File: src/logic/dispatch_config.svh
`ifndef DISPATCH_CONFIG_SVH
`define DISPATCH_CONFIG_SVH

// datapath sizes
`define DISPATCH_XLEN  32
`define DISPATCH_NREGS 32

// major opcodes of the supported RV32I subset
`define DISPATCH_OP_OP     7'b0110011
`define DISPATCH_OP_OP_IMM 7'b0010011
`define DISPATCH_OP_LOAD   7'b0000011
`define DISPATCH_OP_STORE  7'b0100011
`define DISPATCH_OP_BRANCH 7'b1100011
`define DISPATCH_OP_JAL    7'b1101111
`define DISPATCH_OP_JALR   7'b1100111
`define DISPATCH_OP_LUI    7'b0110111

// producer tags, 0 means the value sits in the register file
`define DISPATCH_TAG_NONE   2'd0
`define DISPATCH_TAG_ALU    2'd1
`define DISPATCH_TAG_BRANCH 2'd2
`define DISPATCH_TAG_LOAD   2'd3

`endif

File: src/logic/dispatch_pkg.sv
`include "dispatch_config.svh"

package dispatch_pkg;

    // one machine word, also the immediate width
    typedef logic [`DISPATCH_XLEN-1:0] word_t;

    // architectural register number
    typedef logic [$clog2(`DISPATCH_NREGS)-1:0] reg_idx_t;

    // producer tag held in the register status table
    typedef logic [1:0] tag_t;

    // function unit select, also the bit index into fu_busy
    typedef enum logic [1:0] {
        FU_ALU    = 2'd0,
        FU_LDST   = 2'd1,
        FU_BRANCH = 2'd2
    } fu_t;

endpackage

File: src/logic/instr_decoder.sv
`timescale 1ns/1ps

`include "dispatch_config.svh"

module instr_decoder (
    input  dispatch_pkg::word_t    instr,
    output logic                   legal,
    output dispatch_pkg::fu_t      fu,
    output dispatch_pkg::reg_idx_t rd,
    output dispatch_pkg::reg_idx_t rs1,
    output dispatch_pkg::reg_idx_t rs2,
    output dispatch_pkg::word_t    imm,
    output logic                   writes_rd
);

    logic [6:0]          opcode;
    dispatch_pkg::word_t imm_i;
    dispatch_pkg::word_t imm_s;
    dispatch_pkg::word_t imm_b;
    dispatch_pkg::word_t imm_j;
    dispatch_pkg::word_t imm_u;

    assign opcode = instr[6:0];

    // immediate formats, all sign extended from bit 31
    assign imm_i = {{(`DISPATCH_XLEN-12){instr[31]}}, instr[31:20]};
    assign imm_s = {{(`DISPATCH_XLEN-12){instr[31]}}, instr[31:25], instr[11:7]};
    assign imm_b = {{(`DISPATCH_XLEN-13){instr[31]}}, instr[31], instr[7],
                    instr[30:25], instr[11:8], 1'b0};
    assign imm_j = {{(`DISPATCH_XLEN-21){instr[31]}}, instr[31], instr[19:12],
                    instr[20], instr[30:21], 1'b0};
    assign imm_u = {instr[31:12], 12'b0};

    always_comb begin
        legal     = 1'b1;
        fu        = dispatch_pkg::FU_ALU;
        rd        = instr[11:7];
        rs1       = instr[19:15];
        rs2       = instr[24:20];
        imm       = '0;
        writes_rd = 1'b0;

        case (opcode)
            `DISPATCH_OP_OP: begin
                writes_rd = 1'b1;
            end
            `DISPATCH_OP_OP_IMM: begin
                rs2       = '0;
                imm       = imm_i;
                writes_rd = 1'b1;
            end
            `DISPATCH_OP_LUI: begin
                rs1       = '0;
                rs2       = '0;
                imm       = imm_u;
                writes_rd = 1'b1;
            end
            `DISPATCH_OP_LOAD: begin
                fu        = dispatch_pkg::FU_LDST;
                rs2       = '0;
                imm       = imm_i;
                writes_rd = 1'b1;
            end
            `DISPATCH_OP_STORE: begin
                fu  = dispatch_pkg::FU_LDST;
                rd  = '0;
                imm = imm_s;
            end
            `DISPATCH_OP_BRANCH: begin
                fu  = dispatch_pkg::FU_BRANCH;
                rd  = '0;
                imm = imm_b;
            end
            `DISPATCH_OP_JAL: begin
                fu        = dispatch_pkg::FU_BRANCH;
                rs1       = '0;
                rs2       = '0;
                imm       = imm_j;
                writes_rd = 1'b1;
            end
            `DISPATCH_OP_JALR: begin
                fu        = dispatch_pkg::FU_BRANCH;
                rs2       = '0;
                imm       = imm_i;
                writes_rd = 1'b1;
            end
            default: begin
                // outside the subset, consumed without issue
                legal = 1'b0;
                rd    = '0;
                rs1   = '0;
                rs2   = '0;
            end
        endcase
    end

endmodule

File: src/logic/reg_status_table.sv
`timescale 1ns/1ps

`include "dispatch_config.svh"

module reg_status_table (
    input  logic                   CLK,
    input  logic                   nRST,
    input  logic                   set_en,
    input  dispatch_pkg::reg_idx_t set_reg,
    input  dispatch_pkg::tag_t     set_tag,
    input  logic                   clr_en,
    input  dispatch_pkg::reg_idx_t clr_reg,
    input  dispatch_pkg::reg_idx_t rd_q,
    input  dispatch_pkg::reg_idx_t rs1_q,
    input  dispatch_pkg::reg_idx_t rs2_q,
    output logic                   rd_busy,
    output dispatch_pkg::tag_t     rs1_tag,
    output dispatch_pkg::tag_t     rs2_tag
);

    // one busy bit and producer tag per architectural register
    logic               busy [`DISPATCH_NREGS];
    dispatch_pkg::tag_t tag  [`DISPATCH_NREGS];

    logic set_hit;

    // x0 is hardwired, never tracked
    assign set_hit = set_en && (set_reg != '0);

    always_ff @(posedge CLK, negedge nRST) begin
        if (!nRST) begin
            busy <= '{default: 1'b0};
            tag  <= '{default: `DISPATCH_TAG_NONE};
        end else begin
            if (clr_en) begin
                busy[clr_reg] <= 1'b0;
                tag[clr_reg]  <= `DISPATCH_TAG_NONE;
            end
            // a new producer overrides a writeback to the same register
            if (set_hit) begin
                busy[set_reg] <= 1'b1;
                tag[set_reg]  <= set_tag;
            end
        end
    end

    // combinational lookups for the instruction being dispatched
    assign rd_busy = busy[rd_q];
    assign rs1_tag = tag[rs1_q];
    assign rs2_tag = tag[rs2_q];

endmodule

File: src/logic/issue_control.sv
`timescale 1ns/1ps

`include "dispatch_config.svh"

module issue_control (
    input  logic                   CLK,
    input  logic                   nRST,
    input  logic                   instr_valid,
    input  logic                   branch_miss,
    input  logic [2:0]             fu_busy,
    input  logic                   legal,
    input  logic                   writes_rd,
    input  dispatch_pkg::fu_t      fu,
    input  dispatch_pkg::reg_idx_t rd,
    input  dispatch_pkg::reg_idx_t rs1,
    input  dispatch_pkg::reg_idx_t rs2,
    input  dispatch_pkg::word_t    imm,
    input  logic                   rd_busy,
    input  dispatch_pkg::tag_t     rs1_tag,
    input  dispatch_pkg::tag_t     rs2_tag,
    input  logic                   wb_en,
    input  dispatch_pkg::reg_idx_t wb_reg,
    output logic                   freeze,
    output logic                   accept,
    output dispatch_pkg::tag_t     set_tag,
    output logic                   issue_valid,
    output dispatch_pkg::fu_t      issue_fu,
    output dispatch_pkg::reg_idx_t issue_rd,
    output dispatch_pkg::reg_idx_t issue_rs1,
    output dispatch_pkg::reg_idx_t issue_rs2,
    output dispatch_pkg::word_t    issue_imm,
    output dispatch_pkg::tag_t     issue_t1,
    output dispatch_pkg::tag_t     issue_t2
);

    logic               unit_busy;
    logic               waw;
    logic               hazard;
    dispatch_pkg::tag_t t1;
    dispatch_pkg::tag_t t2;

    // structural hazard on the target unit
    assign unit_busy = fu_busy[fu];

    // x0 never reads busy, so stores and branches pass
    assign waw    = writes_rd && rd_busy;
    assign hazard = unit_busy || waw;

    assign freeze = instr_valid && legal && hazard;
    assign accept = instr_valid && legal && !hazard && !branch_miss;

    // producer code written into the table for rd
    always_comb begin
        case (fu)
            dispatch_pkg::FU_ALU:    set_tag = `DISPATCH_TAG_ALU;
            dispatch_pkg::FU_LDST:   set_tag = `DISPATCH_TAG_LOAD;
            dispatch_pkg::FU_BRANCH: set_tag = `DISPATCH_TAG_BRANCH;
            default:                 set_tag = `DISPATCH_TAG_NONE;
        endcase
    end

    // value arriving at writeback this edge is ready, drop the tag
    assign t1 = (wb_en && (wb_reg == rs1)) ? `DISPATCH_TAG_NONE : rs1_tag;
    assign t2 = (wb_en && (wb_reg == rs2)) ? `DISPATCH_TAG_NONE : rs2_tag;

    // a miss squashes the slot since accept is low then
    always_ff @(posedge CLK, negedge nRST) begin
        if (!nRST) begin
            issue_valid <= 1'b0;
        end else begin
            issue_valid <= accept;
        end
    end

    always_ff @(posedge CLK) begin
        if (accept) begin
            issue_fu  <= fu;
            issue_rd  <= rd;
            issue_rs1 <= rs1;
            issue_rs2 <= rs2;
            issue_imm <= imm;
            issue_t1  <= t1;
            issue_t2  <= t2;
        end
    end

endmodule

File: src/logic/dispatch.sv
`timescale 1ns/1ps

module dispatch (
    input  logic                   CLK,
    input  logic                   nRST,
    input  dispatch_pkg::word_t    instr,
    input  logic                   instr_valid,
    input  logic [2:0]             fu_busy,
    input  logic                   wb_en,
    input  dispatch_pkg::reg_idx_t wb_reg,
    input  logic                   branch_miss,
    output logic                   freeze,
    output logic                   issue_valid,
    output dispatch_pkg::fu_t      issue_fu,
    output dispatch_pkg::reg_idx_t issue_rd,
    output dispatch_pkg::reg_idx_t issue_rs1,
    output dispatch_pkg::reg_idx_t issue_rs2,
    output dispatch_pkg::word_t    issue_imm,
    output dispatch_pkg::tag_t     issue_t1,
    output dispatch_pkg::tag_t     issue_t2
);

    logic                   legal;
    logic                   writes_rd;
    dispatch_pkg::fu_t      fu;
    dispatch_pkg::reg_idx_t rd;
    dispatch_pkg::reg_idx_t rs1;
    dispatch_pkg::reg_idx_t rs2;
    dispatch_pkg::word_t    imm;
    logic                   rd_busy;
    dispatch_pkg::tag_t     rs1_tag;
    dispatch_pkg::tag_t     rs2_tag;
    logic                   accept;
    logic                   set_en;
    dispatch_pkg::tag_t     set_tag;

    // only producers that move forward claim rd
    assign set_en = accept && writes_rd;

    instr_decoder u_decoder (
        .instr     (instr),
        .legal     (legal),
        .fu        (fu),
        .rd        (rd),
        .rs1       (rs1),
        .rs2       (rs2),
        .imm       (imm),
        .writes_rd (writes_rd)
    );

    reg_status_table u_rst (
        .CLK     (CLK),
        .nRST    (nRST),
        .set_en  (set_en),
        .set_reg (rd),
        .set_tag (set_tag),
        .clr_en  (wb_en),
        .clr_reg (wb_reg),
        .rd_q    (rd),
        .rs1_q   (rs1),
        .rs2_q   (rs2),
        .rd_busy (rd_busy),
        .rs1_tag (rs1_tag),
        .rs2_tag (rs2_tag)
    );

    issue_control u_issue (
        .CLK         (CLK),
        .nRST        (nRST),
        .instr_valid (instr_valid),
        .branch_miss (branch_miss),
        .fu_busy     (fu_busy),
        .legal       (legal),
        .writes_rd   (writes_rd),
        .fu          (fu),
        .rd          (rd),
        .rs1         (rs1),
        .rs2         (rs2),
        .imm         (imm),
        .rd_busy     (rd_busy),
        .rs1_tag     (rs1_tag),
        .rs2_tag     (rs2_tag),
        .wb_en       (wb_en),
        .wb_reg      (wb_reg),
        .freeze      (freeze),
        .accept      (accept),
        .set_tag     (set_tag),
        .issue_valid (issue_valid),
        .issue_fu    (issue_fu),
        .issue_rd    (issue_rd),
        .issue_rs1   (issue_rs1),
        .issue_rs2   (issue_rs2),
        .issue_imm   (issue_imm),
        .issue_t1    (issue_t1),
        .issue_t2    (issue_t2)
    );

endmodule

File: config.mk
export PLATFORM = sky130hd
export DESIGN_NAME = dispatch
export DESIGN_NICKNAME = d
export VERILOG_FILES = /design/src/logic/dispatch_pkg.sv /design/src/logic/instr_decoder.sv /design/src/logic/reg_status_table.sv /design/src/logic/issue_control.sv /design/src/logic/dispatch.sv
export VERILOG_INCLUDE_DIRS = /design/src /design/src/logic
export SDC_FILE = /design/constraint.sdc
export NUM_CORES = 1
export LEC_CHECK = 0
export ABC_AREA = 1
export BUFFER_PORTS_ARGS = -buffer_cell sky130_fd_sc_hd__buf_2
export CAP_MARGIN = 20
export CORE_MARGIN = 1
export CORE_UTILIZATION = 30
export CTS_CLUSTER_SIZE = 8
export DETAILED_ROUTE_END_ITERATION = 8
export GPL_ROUTABILITY_DRIVEN = 1
export PLACE_DENSITY_LB_ADDON = 0.12
export SYNTH_ARGS = -nofsm -noshare
export SYNTH_HDL_FRONTEND = slang
export SYNTH_SLANG_ARGS = --single-unit
File: constraint.sdc
create_clock -name CLK -period 2.4 [get_ports CLK]
set_input_delay 0.24 -clock CLK [delete_from_list [all_inputs] [get_ports CLK]]
set_output_delay 0.24 -clock CLK [all_outputs]
set_load 0.01 [all_outputs]
======== Yosys cells after proc, flatten, opt, wreduce, memory -nomap -nowiden ========
Index checks and enable logic that the tools add are counted.
storage, ports and cells
  output and inout bits ................... 55
  latch bits .............................. 0
  register bits ........................... 150
  memories kept ........................... 0
  RAM bits ................................ 0
  bits in read-only memories .............. 0
operators by class
  reduce and logical (&&, ||, !) cells .... 23
  eq/ne operators ......................... 12
  magnitude comparators ................... 7
  $add $sub $neg .......................... 0
  multiplexer cells ....................... 32
  divide/modulo/power cells ............... 0
  shift-type cells ........................ 0
  multiply operators ...................... 0
  bitwise gates (word level) .............. 9
operator list
  cell                                                        number
  one-hot mux 32 bit (5 select lines)                         1
  two-way mux 64 bit                                          2
  AND 64 bit                                                  1
  bitwise mux 64 bit                                          1
  two-way mux 32 bit                                          2
  inverter 64 bit                                             1
  AND 32 bit                                                  1
  inverter 32 bit                                             1
  bitwise OR 32 bit                                           1
  >= comparator 6 bit, second input constant                  4
  inverter 5 -> 6 bit                                         4
  equality test 7 x 6 -> 1 bit, second input constant         3
  equality test 7 bit, second input constant                  3
  binary-select mux 2 bit (select 5 bit)                      2
  demux 2 bit (select 5 bit)                                  2
  two-way mux 5 bit                                           3
  less-than comparator 6 x 1 -> 1 bit, second input constant  2
  two-way mux 2 bit                                           6
  OR reduction 6 bit                                          2
  logical AND 1 bit                                           11
  demux 1 bit (select 5 bit)                                  2
  equality test 5 bit                                         2
  OR reduction 3 bit                                          3
  OR reduction 8 bit                                          1
  other kinds (15)                                            22

======== Longest topological paths before layout ========
  depth in word-level cells ............... 15
  gate-level depth with buffers ........... 21

======== Modules after synthesis ========
Synthesis repeated with hierarchy kept, for this count alone.
second synthesis, totals
  cells, all modules ...................... 1,124
  area, all modules ....................... 8,284.2 um^2
modules (own cells, without submodules)
  module            instances  cells each  seq. area each (um^2)  area an instance (um^2)
  reg_status_table  1          826         2,402.3                5,569.1
  issue_control     1          134         1,616.6                1,948.1
  instr_decoder     1          162         0.0                    759.5
  dispatch          1          2           0.0                    7.5

======== Least setup slack after synthesis ========
OpenSTA, ideal clock, no wires.
  path kind ............................... input to register
  start point ............................. input instr[1]
  end point ............................... register u_issue.issue_fu[0] (enable)
  stages .................................. 17
  path slack .............................. -814 ps
  buffers on the path ..................... 1
  data arrival time ....................... 2,797 ps
  setup time .............................. 417 ps
  cells stage by stage .................... nand2_2 > inv_2 > nand2_1 > nor2_4 > nor2_2 > nand3_2 > o21ai_2 > buf_4 > nand2_1 > nand2_1 > nor2_1 > nand2_1 > nand3_1 > nand2_1 > nand2_2 > nand2_2 > and3_1
on the way
  longest elaborated chain between the ends .. 12
ends and longest elaborated chain
  what                                                   line                    source
  start: declaration                                     dispatch.sv:6           input dispatch_pkg::word_t instr,
  equality test 7 x 6 -> 1 bit (tied with other cells)   instr_decoder.sv:43     case (opcode)
  OR reduction 6 bit (no line)                           n/a
  two-way mux 5 bit                                      instr_decoder.sv:43
  inverter 5 -> 6 bit (not written as such)              reg_status_table.sv:48  assign rd_busy = busy[rd_q];
  binary-select mux 1 bit (select 5 bit)                 reg_status_table.sv:48
  two-way mux 1 bit (not written as such) (2 in series)  reg_status_table.sv:48
  logical AND 1 bit                                      issue_control.sv:46     assign waw = writes_rd && rd_busy;
  logical OR 1 bit                                       issue_control.sv:47     assign hazard = unit_busy || waw;
  zero test 1 bit                                        issue_control.sv:50     assign accept = instr_valid && legal && !hazard && !branch_miss;
  logical AND 1 bit (*) (2 in series)                    issue_control.sv:50
  via accept                                             dispatch.sv:33          logic accept;
  end signal: assignment                                 issue_control.sv:77     issue_fu <= fu;
  end: declaration                                       issue_control.sv:27     output dispatch_pkg::fu_t issue_fu,
Mark *: on every way through the listed nets, which the timed path passes. The rest lies on a longest branch. The select of a mux whose other input is x is not followed.
A chain may end at the register's enable or synchronous reset.

======== Worst setup path in the final report ========
  start point ............................. input instr[2]
  end point ............................... output freeze
on the way
  longest elaborated chain between the ends .. 10
ends and longest elaborated chain
  what                                                   line                    source
  equality test 7 x 6 -> 1 bit (tied with other cells)   instr_decoder.sv:43
  OR reduction 6 bit (no line)                           n/a
  two-way mux 5 bit                                      instr_decoder.sv:43
  inverter 5 -> 6 bit (not written as such)              reg_status_table.sv:48
  binary-select mux 1 bit (select 5 bit)                 reg_status_table.sv:48
  two-way mux 1 bit (not written as such) (2 in series)  reg_status_table.sv:48
  logical AND 1 bit                                      issue_control.sv:46
  logical OR 1 bit                                       issue_control.sv:47
  logical AND 1 bit (*)                                  issue_control.sv:49     assign freeze = instr_valid && legal && hazard;
  end: declaration                                       dispatch.sv:12          output logic freeze,
Every way passes the cells marked *; elsewhere a longest branch is shown, timed or not. The select of a mux whose other input is x is not followed.

==> run metrics <==
average size of a mapped cell 7.26 um2; final number of setup-violating endpoints 0; synthesized netlist net count 1341; worst voltage drop across the vdd grid 0.513 mV; leading area contributor after synthesis dfrtp_1; type of element capturing the critical path output port; number of max-slew violations in the final report 0; post-layout min period 2300 ps; CTS clk-pin slew, worst paths 80 ps; most used routing layer met2; reg2reg end u_rst.tag[6]$_DFF_PN0_; core region area 0.0307 mm2; worst hold endpoint u_issue.issue_imm[9]$_DFFE_PP_; number of antenna violations at the first check in global routing 0; category of the most critical setup path in -> out; launch instance of the worst register-to-register path u_rst.busy[30]$_DFF_PN0_; vertical die dimension 179 um; Static Leak 0.00538 uW; TritonCTS buffer count 17; area share of the largest cell type after synthesis 0.258; Clk Latency, worst-skew pair 440 ps; met1 track demand over resource in global routing 0.307; First DRT Iteration DRCs 751; Starting Density 0.306; via-per-instance ratio 5.06; overall die width 179 um; top area cells in the synthesized netlist dfrtp_1 26%, edfxtp_1 17%, nand2_1 13%; result of the run finished, final reports clean; number of buffers inserted by port buffering 99; critical path launch point type primary input; final worst-path cycle share 0.958; Boundary Pins 100; type of the most critical hold path in -> reg; GP Congestion 0.843; clock tree buffer depth 2; Final HPWL DP 25.0 mm; Required @ worst endpoint 2160 ps; Row Count 64; PnR worst setup slack 100 ps; global-route wire length before repair 54.0 mm; maximum number of pins on one net before global-route repair 63; Worst Setup Slack post-DPL -235 ps; signed area change from the synthesized netlist to the final layout 25.8%; largest fanout of any net on the critical path 7; remaining routing DRC violations 0; cell at the root of the clock tree clkbuf_16; synth warn 0; share of the core filled with cells in the final layout 0.385; met2 Use GR 0.371; Cell variety after synth 41; overall overflow remaining after global route 0; sequential element share of the synthesized area 0.428; synthesis-stage register bit count 150; TritonCTS clock tree built; Hold Path Origin instr[29]; clock sinks 150; cell area after synthesis 0.00940 mm2; top library cells by usage in the layout, fill and taps aside 327 x nand2_1, 185 x o21ai_0, 148 x inv_1; average wire per standard cell 18.7 um; Global Route met3 Usage 0.0271; layout net count 1502; Max-slew headroom 0.453; worst-case reg-to-reg path depth 15; most common cell after layout, fill and taps aside nand2_1; detailed-router iteration count before antenna repair 5; largest clock skew in the final design 14.5 ps; layout cells sized above 1 0.215; number of routed nets with antenna violations 0; max-cap violation count 0; area of the die 0.0320 mm2; Hold Violations, Final 0; final hold slack 107 ps; highest clock frequency the design can meet 435 MHz; total wire length after detailed routing 34.8 mm; vias in the first global route 9098; number of standard cells after synthesis 1295; Ant. Diodes 0; number of cells traversed by the worst hold path 3; Total Negative Setup Slacks 0 ps; total vias in the final route 9436; pwr dens 629 mW/mm2; max incr delay on CP 180 ps; actual transition at the worst max-transition pin 813 ps; worst path arrival time 2060 ps; global-route usage over all layers 0.227; setup repair after global routing missed its margin yes; worst setup slack for register-to-register paths 450 ps; Critical Path, Cell by Cell buf_2 > inv_2 > nor2_1 > nand2_2 > nor2_4 > nor2_4 > nand3_4 > buf_6 > nand4_1 > nand2_1 > nor2_1 > nand2_1 > nand3_1 > nand2_1 > nand2_2 > a21oi_4 > nor2_4 > buf_2; cell type of the slowest stage on the worst timing path a21oi_4; Max H-tree Level 4
## critical path: cells and delay by family
family,cells,cell delay (ps)
buffers and inverters,4,480
AO/OA/AOI/OAI,1,180
AND/OR/NAND/NOR,13,1150
## per-stage QoR
step	instance area [um2]	std cells	power, uW
3_5_place_dp	11100	1827	4740
5_1_grt	11800	1865	7860
6_report	11800	1865	7430
4_1_cts	11800	1864	7470
2_1_floorplan	9400	1295	4200
3_3_place_gp	11100	1827	4710
## where the power goes
group	total (uW)	switching (uW)	internal, uW
combinational	1600	993	609
clock	2720	1330	1400
sequential	3110	182	2930
total	7430	2500	4930
## state kept, by name, indices dropped and copies added (netlist names)
| name | cells |
|---|---|
| u_issue.issue_rs1 | 5 |
| u_issue.issue_t2 | 2 |
| u_issue.issue_rs2 | 5 |
| u_rst.busy | 32 |
| u_issue.issue_imm | 32 |
| u_issue.issue_fu | 2 |
| u_issue.issue_rd | 5 |
| u_issue.issue_valid | 1 |
| u_issue.issue_t1 | 2 |
| u_rst.tag | 64 |
## layout make-up
cell class | instances | area, um2
multi-input cells | 923 | 4580
inverters | 160 | 601
well taps | 396 | 495
flip-flops and latches | 150 | 4020
clock buffers | 17 | 425
clock inverters | 15 | 156
repair buffers | 204 | 1540
fillers | 3275 | 18900
## logic make-up after synthesis
logic type | after synthesis | share of synthesized area
adders and majority gates | 1 | 0.00133
DFF | 150 | 0.428
and+or+nand+nor | 639 | 0.302
AOI/OAI and AO/OA | 282 | 0.168
buffers and inverters | 222 | 0.0996
xor gates and xnor gates | 1 | 0.000932
## cells in the mapped netlist
library cell    n
nor3_1         14
o21ai_1         7
o2111ai_1       2
a21oi_1        28
nor2_1        143
o21ai_0       185
nand2_1       332
a221oi_1        2
buf_2          13
ha_1            1
nor4_1          1
o21a_1          1
a21oi_4         1
nand3_2         5
edfxtp_1       53
nand3_1        41
a22oi_1         8
nor2_8          2
clkbuf_1       39
buf_4           1
a31oi_1         4
dfrtp_1        97
o221ai_1        8
and3_1          1
nand4_2         1
o21ai_2        12
inv_2          11
o211ai_1        8
o22ai_1        16
nand3b_1        3
inv_1         149
nor3_2          1
nand2_2        10
nor2_2          7
buf_6           2
nor2_4          8
xor2_1          1
or2_2           1
buf_8           6
buf_1           1
nand4_1        69
## what timing repair did
action | CTS | global route
setup endpoints to repair | 1 | 5
hold buffers | 1 | 0
pin swaps | 6 | 10
gates resized for setup | 15 | 16
buffers inserted | 5 | 1
hold endpoints to repair | 30 | 0
## worst max path at each step
| stage | start | endpoint | slack, ps | cells past startpoint |
|---|---|---|---|---|
| floorplan | instr[1] | u_issue.issue_fu[0]$_DFFE_PP_ | 20 | 17 |
| global placement | instr[1] | u_issue.issue_rs2[0]$_DFFE_PP_ | -180 | 17 |
| detailed placement | instr[1] | u_rst.busy[30]$_DFF_PN0_ | -230 | 18 |
| CTS | instr[1] | freeze | 8 | 18 |
| global route | instr[2] | freeze | -40 | 18 |
| finish | instr[2] | freeze | 100 | 18 |
## layer usage
layer	routed length [um]	part of all wire
met5	0	0
met3	1840	0.053
met1	15700	0.45
met2	16400	0.47
met4	862	0.025
(Power assumes the default switching activity.)
